$ cat config.mk
export PLATFORM = sky130hd
export DESIGN_NAME = helm
export DESIGN_NICKNAME = d
export VERILOG_FILES = /design/src/hdl/helm_mem_pkg.sv /design/src/hdl/helm_port_pkg.sv /design/src/hdl/helm.sv /design/src/hdl/helm_activity.sv /design/src/hdl/helm_byte_fifo.sv /design/src/hdl/helm_mem_access.sv /design/src/hdl/helm_port_decode.sv
export VERILOG_INCLUDE_DIRS = /design/src /design/src/hdl
export SDC_FILE = /design/constraint.sdc
export NUM_CORES = 2
export LEC_CHECK = 0
export ABC_AREA = 1
export CAP_MARGIN = 20
export CELL_PAD_IN_SITES_DETAIL_PLACEMENT = 1
export CELL_PAD_IN_SITES_GLOBAL_PLACEMENT = 1
export CORE_UTILIZATION = 47
export CTS_CLUSTER_DIAMETER = 100
export DETAILED_ROUTE_END_ITERATION = 12
export DONT_BUFFER_PORTS = 1
export PLACE_DENSITY = 0.82
export SYNTH_ARGS = -nofsm -noshare
export SYNTH_HDL_FRONTEND = slang
export SYNTH_SLANG_ARGS = --single-unit
$ cat constraint.sdc
create_clock -name clk -period 4.39 [get_ports clk]
set_clock_uncertainty 0.15 [all_clocks]
set_input_delay 0.878 -clock clk [delete_from_list [all_inputs] [get_ports clk]]
set_output_delay 0.878 -clock clk [all_outputs]
set_load 0.01 [all_outputs]
$ cat src/hdl/helm_settings.svh
// helm settings macros
// controller port numbers, timeout read byte, buffer depth, active hold

`ifndef HELM_SETTINGS_SVH
`define HELM_SETTINGS_SVH

// write ports
`define HELM_PORT_MEM_PAGE     8'd1
`define HELM_PORT_MEM_OFFSET   8'd2
`define HELM_PORT_MEM_WR_DATA  8'd3
`define HELM_PORT_MEM_RD_EN    8'd4
`define HELM_PORT_MEM_WR_EN    8'd5
`define HELM_PORT_BUF_DATA     8'd7    // also the read port for the buffer head
`define HELM_PORT_CMD_START    8'd250
`define HELM_PORT_CMD_END      8'd252

// read ports
`define HELM_PORT_STATUS       8'd1
`define HELM_PORT_MEM_RD_DATA  8'd3

`define HELM_TIMEOUT_BYTE      8'hac   // read data after an ack timeout
`define HELM_BUF_DEPTH         256     // internal byte buffer entries
`define HELM_ACTIVE_TIMEOUT    1000    // clk cycles active holds after processing

`endif
$ cat src/hdl/helm_mem_pkg.sv
// user memory types for helm
// request from helm and response from the user memory

`default_nettype none

package helm_mem_pkg;

    // page, offset and wr_data stay put for the whole access
    typedef struct packed {
        logic [7:0] page;
        logic [7:0] offset;
        logic [7:0] wr_data;
        logic       wr_en;         // held until ack or timeout
        logic       rd_en;         // held until ack or timeout
    } mem_req_t;

    // ack is a single cycle pulse
    typedef struct packed {
        logic [7:0] rd_data;       // sampled on ack
        logic       ack;
    } mem_rsp_t;

endpackage

`default_nettype wire

$ cat src/hdl/helm_port_pkg.sv
// controller side types for helm
// port bus as driven by the 8-bit controller
// status byte layout returned on the status read port

`default_nettype none

package helm_port_pkg;

    // ------------------------------
    // port bus
    // ------------------------------
    // one write or read per strobe, port_id selects the target
    typedef struct packed {
        logic [7:0] port_id;       // port number
        logic [7:0] out_port;      // write byte from controller
        logic       write_strobe;  // one cycle write
        logic       read_strobe;   // one cycle read, pops buffer on its port
    } port_bus_t;

    // ------------------------------
    // status byte
    // ------------------------------
    // bit 7 down to bit 0
    // low two bits were the serial flags, tied to zero now
    typedef struct packed {
        logic [2:0] spare_hi;      // zero
        logic       mem_done;      // bit 4, user memory access finished
        logic       buf_full;      // bit 3
        logic       buf_empty;     // bit 2
        logic [1:0] spare_lo;      // zero
    } status_t;

endpackage

`default_nettype wire

$ cat src/hdl/helm.sv
// helm control core top level
// port decode, user memory request engine, activity timer, byte buffer

`timescale 1ns/1ns
`default_nettype none

`include "helm_settings.svh"

module helm #(
    parameter int active_timeout = `HELM_ACTIVE_TIMEOUT
) (
    input  wire                           clk,
    input  wire                           rst_b,
    input  wire helm_port_pkg::port_bus_t bus,
    input  wire helm_mem_pkg::mem_rsp_t   mem_rsp,
    input  wire [15:0]                    ack_timeout_lim,
    output logic [7:0]                    in_port,
    output helm_mem_pkg::mem_req_t        mem_req,
    output logic [7:0]                    cmd_type,
    output logic                          msg_processing,
    output logic                          active
);

    helm_mem_pkg::mem_req_t mem_ctl;       // controller side request
    logic [7:0] mem_rd_data;
    logic       mem_done;
    logic [7:0] buf_head;
    logic       buf_full;
    logic       buf_empty;
    logic       buf_push;
    logic [7:0] buf_wr_data;
    logic       buf_pop;
    logic       cmd_start;
    logic       cmd_end;

    helm_port_decode u_decode (
        .clk         (clk),
        .rst_b       (rst_b),
        .bus         (bus),
        .mem_rd_data (mem_rd_data),
        .mem_done    (mem_done),
        .buf_head    (buf_head),
        .buf_full    (buf_full),
        .buf_empty   (buf_empty),
        .in_port     (in_port),
        .mem_ctl     (mem_ctl),
        .buf_push    (buf_push),
        .buf_wr_data (buf_wr_data),
        .buf_pop     (buf_pop),
        .cmd_start   (cmd_start),
        .cmd_end     (cmd_end),
        .cmd_type    (cmd_type)
    );

    helm_mem_access u_mem (
        .clk             (clk),
        .rst_b           (rst_b),
        .ctl             (mem_ctl),
        .ack_timeout_lim (ack_timeout_lim),
        .rsp             (mem_rsp),
        .req             (mem_req),
        .rd_data         (mem_rd_data),
        .done            (mem_done)
    );

    helm_activity #(.active_timeout(active_timeout)) u_activity (
        .clk            (clk),
        .rst_b          (rst_b),
        .cmd_start      (cmd_start),
        .cmd_end        (cmd_end),
        .msg_processing (msg_processing),
        .active         (active)
    );

    helm_byte_fifo #(.depth(`HELM_BUF_DEPTH)) u_buf (
        .clk     (clk),
        .rst_b   (rst_b),
        .push    (buf_push),
        .wr_data (buf_wr_data),
        .pop     (buf_pop),
        .head    (buf_head),
        .full    (buf_full),
        .empty   (buf_empty)
    );

endmodule

`default_nettype wire

$ cat src/hdl/helm_activity.sv
// helm activity tracking
// msg_processing level from start and end commands
// active hold countdown after processing ends

`timescale 1ns/1ns
`default_nettype none

`include "helm_settings.svh"

module helm_activity #(
    parameter int active_timeout = `HELM_ACTIVE_TIMEOUT   // hold in clk cycles
) (
    input  wire  clk,
    input  wire  rst_b,
    input  wire  cmd_start,
    input  wire  cmd_end,
    output logic msg_processing,
    output logic active
);

    localparam int tw = (active_timeout > 0) ? $clog2(active_timeout + 1) : 1;

    logic [tw-1:0] active_timer;

    always_ff @(posedge clk) begin
        if (!rst_b) begin
            msg_processing <= 1'b0;
            active         <= 1'b0;
            active_timer   <= '0;
        end else begin
            if (cmd_start) begin
                msg_processing <= 1'b1;
            end else if (cmd_end) begin
                msg_processing <= 1'b0;
            end

            if (msg_processing) begin
                active       <= 1'b1;
                active_timer <= tw'(active_timeout);    // reload while busy
            end else if (active_timer != '0) begin
                active_timer <= active_timer - 1'b1;
            end else begin
                active <= 1'b0;    // hold ran out
            end
        end
    end

endmodule

`default_nettype wire

$ cat src/hdl/helm_byte_fifo.sv
// helm internal byte buffer
// first word fall through, head shows the oldest byte
// push to full and pop of empty are dropped

`timescale 1ns/1ns
`default_nettype none

`include "helm_settings.svh"

module helm_byte_fifo #(
    parameter int depth = `HELM_BUF_DEPTH
) (
    input  wire        clk,
    input  wire        rst_b,
    input  wire        push,
    input  wire  [7:0] wr_data,
    input  wire        pop,
    output logic [7:0] head,
    output logic       full,
    output logic       empty
);

    localparam int aw = (depth > 1) ? $clog2(depth) : 1;

    logic [7:0]    mem [depth];
    logic [aw-1:0] wr_ptr;
    logic [aw-1:0] rd_ptr;
    logic [aw:0]   count;          // one extra bit to hold depth
    logic          do_push;
    logic          do_pop;

    assign do_push = push & ~full;
    assign do_pop  = pop & ~empty;

    assign empty = (count == '0);
    assign full  = (count == (aw + 1)'(depth));
    assign head  = mem[rd_ptr];    // async read, fall through

    // ------------------------------
    // storage
    // ------------------------------
    always_ff @(posedge clk) begin
        if (do_push) begin
            mem[wr_ptr] <= wr_data;
        end
    end

    // ------------------------------
    // pointers and count
    // ------------------------------
    always_ff @(posedge clk) begin
        if (!rst_b) begin
            wr_ptr <= '0;
            rd_ptr <= '0;
            count  <= '0;
        end else begin
            if (do_push) begin
                wr_ptr <= (wr_ptr == aw'(depth - 1)) ? '0 : wr_ptr + 1'b1;
            end
            if (do_pop) begin
                rd_ptr <= (rd_ptr == aw'(depth - 1)) ? '0 : rd_ptr + 1'b1;
            end
            case ({do_push, do_pop})
                2'b10:   count <= count + 1'b1;
                2'b01:   count <= count - 1'b1;
                default: count <= count;     // both or neither
            endcase
        end
    end

endmodule

`default_nettype wire

$ cat src/hdl/helm_mem_access.sv
// helm user memory request engine
// rising edge of controller wr_en / rd_en starts an access
// access ends on ack or on ack timeout, captures read data or timeout byte

`timescale 1ns/1ns
`default_nettype none

`include "helm_settings.svh"

module helm_mem_access (
    input  wire                          clk,
    input  wire                          rst_b,
    input  wire helm_mem_pkg::mem_req_t  ctl,
    input  wire [15:0]                   ack_timeout_lim,   // 0 disables the timeout
    input  wire helm_mem_pkg::mem_rsp_t  rsp,
    output helm_mem_pkg::mem_req_t       req,
    output logic [7:0]                   rd_data,
    output logic                         done
);

    logic        wr_en_d1;         // previous controller levels
    logic        rd_en_d1;
    logic        wr_en_q;          // external enables
    logic        rd_en_q;
    logic [15:0] ack_timer;
    logic        timed_out;
    logic        start;
    logic        busy;
    logic        finish;

    // 0 to 1 on either controller level
    assign start  = (ctl.wr_en & ~wr_en_d1) | (ctl.rd_en & ~rd_en_d1);
    assign busy   = wr_en_q | rd_en_q;
    assign finish = busy & (rsp.ack | timed_out);

    // address and data straight from the decode registers
    assign req = '{page: ctl.page, offset: ctl.offset, wr_data: ctl.wr_data,
                   wr_en: wr_en_q, rd_en: rd_en_q};

    // ------------------------------
    // access control
    // ------------------------------
    always_ff @(posedge clk) begin
        if (!rst_b) begin
            wr_en_d1  <= 1'b0;
            rd_en_d1  <= 1'b0;
            wr_en_q   <= 1'b0;
            rd_en_q   <= 1'b0;
            done      <= 1'b0;
            ack_timer <= 16'd0;
            timed_out <= 1'b0;
        end else begin
            wr_en_d1 <= ctl.wr_en;
            rd_en_d1 <= ctl.rd_en;

            // one cycle flag, suppressed once the access ends or restarts
            timed_out <= busy && (ack_timeout_lim != 16'd0) &&
                         (ack_timer == ack_timeout_lim) && !finish && !start;

            if (start) begin
                wr_en_q   <= ctl.wr_en;
                rd_en_q   <= ctl.rd_en;
                done      <= 1'b0;     // cleared by the next edge only
                ack_timer <= 16'd0;
            end else if (finish) begin
                wr_en_q   <= 1'b0;
                rd_en_q   <= 1'b0;
                done      <= 1'b1;
                ack_timer <= 16'd0;
            end else if (busy && (ack_timer < ack_timeout_lim)) begin
                ack_timer <= ack_timer + 16'd1;  // saturates at the limit
            end
        end
    end

    // ------------------------------
    // read data capture
    // ------------------------------
    always_ff @(posedge clk) begin
        if (!start && finish) begin
            rd_data <= rsp.ack ? rsp.rd_data : `HELM_TIMEOUT_BYTE;
        end
    end

endmodule

`default_nettype wire

$ cat src/hdl/helm_port_decode.sv
// helm port bus decode
// write ports into memory registers, levels and one cycle pulses
// registered read mux and buffer pop from the read strobe

`timescale 1ns/1ns
`default_nettype none

`include "helm_settings.svh"

module helm_port_decode (
    input  wire                           clk,
    input  wire                           rst_b,
    input  wire helm_port_pkg::port_bus_t bus,
    input  wire [7:0]                     mem_rd_data,
    input  wire                           mem_done,
    input  wire [7:0]                     buf_head,
    input  wire                           buf_full,
    input  wire                           buf_empty,
    output logic [7:0]                    in_port,
    output helm_mem_pkg::mem_req_t        mem_ctl,
    output logic                          buf_push,
    output logic [7:0]                    buf_wr_data,
    output logic                          buf_pop,
    output logic                          cmd_start,
    output logic                          cmd_end,
    output logic [7:0]                    cmd_type
);

    logic [7:0] page_q;
    logic [7:0] offset_q;
    logic [7:0] wr_data_q;
    logic       wr_en_q;           // controller level, edge detected downstream
    logic       rd_en_q;
    helm_port_pkg::status_t status;

    assign mem_ctl = '{page: page_q, offset: offset_q, wr_data: wr_data_q,
                       wr_en: wr_en_q, rd_en: rd_en_q};

    assign status = '{spare_hi: 3'b000, mem_done: mem_done, buf_full: buf_full,
                      buf_empty: buf_empty, spare_lo: 2'b00};

    // ------------------------------
    // write side
    // ------------------------------
    // data bytes
    always_ff @(posedge clk) begin
        if (bus.write_strobe) begin
            case (bus.port_id)
                `HELM_PORT_MEM_PAGE:    page_q      <= bus.out_port;
                `HELM_PORT_MEM_OFFSET:  offset_q    <= bus.out_port;
                `HELM_PORT_MEM_WR_DATA: wr_data_q   <= bus.out_port;
                `HELM_PORT_BUF_DATA:    buf_wr_data <= bus.out_port;
                `HELM_PORT_CMD_START:   cmd_type    <= bus.out_port;  // kept for the whole msg
                default: ;
            endcase
        end
    end

    // levels and pulses
    always_ff @(posedge clk) begin
        if (!rst_b) begin
            wr_en_q   <= 1'b0;
            rd_en_q   <= 1'b0;
            buf_push  <= 1'b0;
            buf_pop   <= 1'b0;
            cmd_start <= 1'b0;
            cmd_end   <= 1'b0;
        end else begin
            buf_push  <= 1'b0;     // pulses default low
            cmd_start <= 1'b0;
            cmd_end   <= 1'b0;
            // pop one cycle after the read strobe
            buf_pop   <= bus.read_strobe && (bus.port_id == `HELM_PORT_BUF_DATA);
            if (bus.write_strobe) begin
                case (bus.port_id)
                    `HELM_PORT_MEM_RD_EN: rd_en_q   <= bus.out_port[0];
                    `HELM_PORT_MEM_WR_EN: wr_en_q   <= bus.out_port[0];
                    `HELM_PORT_BUF_DATA:  buf_push  <= 1'b1;
                    `HELM_PORT_CMD_START: cmd_start <= 1'b1;
                    `HELM_PORT_CMD_END:   cmd_end   <= 1'b1;
                    default: ;
                endcase
            end
        end
    end

    // ------------------------------
    // read side
    // ------------------------------
    // follows port_id every cycle, strobe not needed
    always_ff @(posedge clk) begin
        case (bus.port_id)
            `HELM_PORT_STATUS:      in_port <= status;
            `HELM_PORT_MEM_RD_DATA: in_port <= mem_rd_data;
            `HELM_PORT_BUF_DATA:    in_port <= buf_head;   // fwft head, no pop needed
            default:                in_port <= 8'h00;
        endcase
    end

endmodule

`default_nettype wire

; ---- Word-level counts from Yosys, hierarchy flattened
; Memories as Yosys holds them, arrays and structs flattened. A register that Yosys moved wholly into a read port is not among the register bits.
; Cells that the tools add are included.
[totals]
regBits = 121
mem_bits_rw = 2048
word_cells = 110
mem_count = 1
[mem_list]
columns = name, depth, word_bits, rd, rd_clocked_by_memory_dff, write_ports, line_no
row1 = u_buf.mem, 256, 8, 1, 1, 1, helm_byte_fifo.sv:25  ; logic [7:0] mem [depth];
[op_classes]
addsub = 6
order_cmp = 1
n_eq_ne = 15
muxes = 20
n_bitwise = 13
reduce_logical = 27
[op_table]
columns = cell, count
row1 = 8-bit == test (second input constant), 4
row2 = 8-bit 2-to-1 mux, 4
row3 = 8-bit by 3-bit == test with 1-bit output (second input constant), 3
row4 = 8-bit one-hot mux with 3 select lines, 1
row5 = 10-bit 2-to-1 mux, 2
row6 = 9-bit one-hot mux with 2 select lines, 1
row7 = 16-bit by 1-bit adder with 16-bit output (second input constant), 1
row8 = 8-bit by 1-bit adder with 8-bit output (second input constant), 2
row9 = 16-bit == test, 1
row10 = 8-bit by 2-bit == test with 1-bit output (second input constant), 2
row11 = 16-bit < comparator, 1
row12 = 2-bit AND reduction, 8
row13 = 16-bit nonzero test, 1
row14 = 1-bit 2-to-1 mux, 12
row15 = 10-bit nonzero test, 1
row16 = 10-bit by 1-bit subtractor with 10-bit output (second input constant), 1
row17 = 9-bit by 1-bit adder with 9-bit output (second input constant), 1
row18 = 9-bit == test (second input constant), 1
row19 = 9-bit zero test, 1
row20 = 9-bit by 1-bit subtractor with 9-bit output (second input constant), 1
row21 = 8-bit by 1-bit == test with 1-bit output (second input constant), 1
row22 = 2-bit nonzero test, 4
row23 = 1-bit logical AND, 7
row24 = 1-bit AND, 5
row25 = 8 further kinds, 16

; ---- Depth between registers and ports, before layout
[logic_depth]
depth_word = 5
mapped_depth = 20
ltp_nobuf = 19

; ---- Cells and area by module
; A second synthesis with hierarchy kept.
[unflattened]
hier_cells = 7719
area_unflattened_um2 = 89528.4
[modules_own_cells]
columns = module, instances, cells_each, area_each_um2
row1 = helm_byte_fifo, 1, 7176, 84765.0
row2 = helm_mem_access, 1, 328, 2302.2
row3 = helm_port_decode, 1, 129, 1861.8
row4 = helm_activity, 1, 86, 599.3

; ---- Worst setup path after synthesis
; OpenSTA, ideal clock, no wires.
[synth_timing]
kind = reg2reg
startpoint = register u_decode.buf_wr_data[0]
endpoint = memory u_buf.mem[0][0] (data pin)
setup_ns = 0.817
arrival_time_ns = 3.228
slack_ns = 0.194
stages_incl_launch_ff = 1
n_path_buf = 0
cell_sequence = edfxtp_1
[synth_lines]
columns = item, line_no
row1 = start: declaration, helm_port_decode.sv:22  ; output logic [7:0] buf_wr_data,
row2 = start signal: assignment, helm_port_decode.sv:52  ; `HELM_PORT_BUF_DATA: buf_wr_data <= bus.out_port;
row3 = end: declaration, helm_byte_fifo.sv:25
; No word-level cell before the write port.

; ---- Worst setup path after layout
[layout_timing]
startpoint = register u_buf.count[3]
endpoint = memory u_buf.mem[61][4] (enable)
[layout_between]
elab_chain_len = 5
[layout_rtl]
columns = item, line_no
row1 = start: declaration, helm_byte_fifo.sv:28  ; logic [aw:0] count;
row2 = start signal: assignment, helm_byte_fifo.sv:64  ; 2'b10: count <= count + 1'b1;
row3 = start signal: assignment, helm_byte_fifo.sv:65  ; 2'b01: count <= count - 1'b1;
row4 = start signal: assignment, helm_byte_fifo.sv:66  ; default: count <= count;
row5 = 9-bit == test, helm_byte_fifo.sv:36  ; assign full = (count == (aw + 1)'(depth));
row6 = 1-bit NOT, helm_byte_fifo.sv:32  ; assign do_push = push & ~full;
row7 = 1-bit AND, helm_byte_fifo.sv:32
row8 = 1-bit 2-to-1 mux, helm_byte_fifo.sv:43  ; if (do_push) begin
row9 = 1-bit 2-to-1 mux (not written as such), helm_byte_fifo.sv:44  ; mem[wr_ptr] <= wr_data;
; No other way between the ends.

==> impl_metrics.tcl <==
set metrics [dict create \
    first_pass_iters 6 \
    rsz0062_at_grt "no" \
    cts_buffer_depth 3 \
    die_h_um 437 \
    relSlewSlack 0.215 \
    grt_max_degree 198 \
    cts_buffers 211 \
    r2r-start "u_buf.count[3]$_SDFFE_PN0P_" \
    drive_gt1_frac 0.0608 \
    dpl_cell_area_um2 91400 \
    hold_path_class "input pin to flop" \
    yosysWarnings 0 \
    synthToLayoutAreaGrowth_pct 10.3 \
    gp_congestion 0.901 \
    num_vias 62400 \
    utilization 0.522 \
    cp.arrival_ns 3.89 \
    wirelength_um 278000 \
    dp_hpwl_um 161000 \
    r2r-end "u_buf.mem[61][4]$_DFFE_PP_" \
    critPathLaunchType "flop" \
    initial_core_util 0.473 \
    hp-start "mem_rsp[3]" \
    tightest_slew_ns 1.18 \
    clk_pin_slew_worst_paths_ns 0.06 \
    setup_viol 0 \
    p_total_uw 40400 \
    synthFlopType "edfxtp_1" \
    cts_tree "done" \
    status "completed" \
    hold_ws_ns 0.0371 \
    cp-end-kind "flop" \
    io_pins 89 \
    clock_latency_ns 0.88 \
    drt_iter0_drc 6849 \
    dieArea_um2 191000 \
    grt_pass1_wl_um 415000 \
    clock.fmax_mhz 280 \
    ff2ff_path_depth 9 \
    fin_crit_ns 3.57 \
    wl_per_cell_um 27.2 \
    cp_max_fo 15 \
    crit_family "simple AND/OR/NAND/NOR gates" \
    crit_type "flop to flop" \
    grt_overflow_total 0 \
    yosysSeqAreaShare 0.725 \
    synth_top_area_frac 0.707 \
    r2r_slack_ns 0.82 \
    path_buf_inv 2 \
    peakVddDrop_mv 0.347 \
    cp_num_cells 9 \
    leakagePower_uw 0.0337 \
    grt_pass1_vias 66000 \
    required_ns 4.71 \
    nNetsFinal 7615 \
    crit_path_start "u_buf.count[3]$_SDFFE_PN0P_" \
    synth-edff-count 2096 \
    ys_ff_latch 2177 \
    synth_fp_nets 7728 \
    slew_viol_final 0 \
    detail-route-antenna-nets 0 \
    final_area_um2 98200 \
    synth_top_area_cell "edfxtp_1" \
    yosysUniqueCellTypes 41 \
    syn-mean-instance-area_um2 11.6 \
    cellPowerDensity_nw_per_um2 411 \
    htree_levels 4 \
    syn_inst 7658 \
    antenna_found_initial 4 \
    drc 0 \
    ys_top_cells_by_area "edfxtp_1 (71%), nand3_1 (11%), nand2_1 (9.5%)" \
    vias_per_cell 6.11 \
    grt_use_total 0.287 \
    numPortBuffers 0 \
    die_w_um 437 \
    slowest_delay_ns 0.74 \
    hold_viol 0 \
    fin_crit_sh 0.813 \
    cp_slowest_cell "nor2_1" \
    cap_violations 0 \
    path_cells "nor2_1 > nand2_1 > nor2_4 > nand2_1 > nand2_2 > inv_2 > nand3_2 > buf_4 > nor2_1" \
    core_um2 188000 \
    cts.sinks 2177 \
    cts_root_buf "clkbuf_16" \
    fin_setup_tns_ns 0 \
    async_flop_share 0 \
    row_count 159 \
    syn_area_um2 89000 \
    worstSetupEndpoint "u_buf.mem[61][4]$_DFFE_PP_" \
]
-- Yosys cell counts, types with 17 or more instances --
library cell / number
a21oi_1: 48
buf_1: 37
buf_2: 294
buf_4: 50
clkbuf_1: 99
dfxtp_1: 81
edfxtp_1: 2096
ha_1: 25
inv_1: 120
nand2_1: 2263
nand3_1: 1950
nand4_1: 19
nor2_1: 378
nor3_1: 17
o21ai_0: 60
o22ai_1: 22
-- layout by cell type, fill, tap and decap left out, drive strengths merged, types with 2 or more instances in the layout --
master / Yosys / layout
nor3: 18 / 18
diode: 0 / 2
dlygate4sd3: 0 / 18
o22ai: 22 / 22
dfxtp: 81 / 81
buf: 397 / 151
a21oi: 49 / 49
nor2: 383 / 383
ha: 25 / 25
xnor2: 7 / 7
edfxtp: 2096 / 2096
clkinv: 2 / 85
xor2: 14 / 14
clkbuf: 99 / 277
nand2: 2264 / 2264
bufinv: 0 / 12
nand4: 19 / 19
o21ai: 74 / 74
nand3: 1950 / 1950
a211oi: 4 / 4
nor4: 10 / 10
nor3b: 6 / 6
inv: 126 / 131
clkinvlp: 0 / 7
a31oi: 3 / 3
-- worst min-delay path by stage --
stage	depth (start not counted)	slack (ns)	end
after global routing	2	0.04	u_decode.cmd_end$_SDFF_PN0_
after floorplan	2	0.27	u_activity.msg_processing$_SDFFE_PN0P_
after global placement	2	0.30	u_mem.rd_en_d1$_SDFF_PN0_
after CTS	2	0.0003	u_mem.rd_data[2]$_SDFFCE_PN1P_
after detailed placement	2	0.29	u_activity.msg_processing$_SDFFE_PN0P_
final	2	0.04	u_mem.rd_data[2]$_SDFFCE_PN1P_
-- layer usage --
layer | wire length, um | global-route usage | vias up
met5 | 45 | 0 | -
met4 | 14100 | 0.142 | 6
met3 | 24400 | 0.0530 | 724
met2 | 136000 | 0.479 | 3226
met1 | 103000 | 0.360 | 31700
li1 | - | - | 26800
-- where the power goes --
group	switching, uW	total, uW	internal (uW)
combinational	167	255	87.7
sequential	24.5	22500	22500
clock	7860	17600	9770
total	8060	40400	32300
-- cell families (layout without fill, tap and decap cells) --
group / after synthesis / count (layout) / synth area share
flops: 2177 / 2177 / 0.725
xor+xnor: 21 / 21 / 0.00207
fa+ha+maj: 25 / 25 / 0.00351
compound gates: 157 / 157 / 0.00959
buf+inv: 624 / 681 / 0.0339
simple gates: 4654 / 4654 / 0.226
other cells: 0 / 2 / 0
-- state kept, by name, indices dropped and copies added, names as in the netlist, 9 cells and up, named ones only --
register and cells:
u_buf.count 9, u_activity.active_timer 10, u_mem.ack_timer 16, u_buf.mem 2048
-- repair_timing --
item,in CTS,in global routing
resized for setup,0,0
hold buffers,18,0
setup buffers,0,0
endpoints found under the hold margin,61,0
-- worst register-to-register path, cell delays in order (launching register included) --
cell and delay (ns):
dfxtp_1 0.41, nor2_1 0.07, nand2_1 0.14, nor2_4 0.07, nand2_1 0.09, nand2_2 0.21
inv_2 0.33, nand3_2 0.50, buf_4 0.46, nor2_1 0.74
-- final cells by class --
class | instances | area, um2
Sequential cell | 2177 | 64600
Clock inverter | 107 | 907
Inverter | 128 | 514
Timing Repair Buffer | 170 | 1950
Tap cell | 2495 | 3120
Antenna cell | 2 | 5.00
Fill cell | 19300 | 89800
Clock buffer | 276 | 5670
Multi-Input combinational cell | 4857 | 21500
-- metrics by stage --
step | worst slack (ns) | cells
after floorplan | 0.194 | 7658
after global routing | 0.770 | 10200
after detailed placement | 1.01 | 9807
final | 0.820 | 10200
after global placement | 1.06 | 9805
after CTS | 0.947 | 10200
No activity file was read; power rests on OpenSTA's default activity.
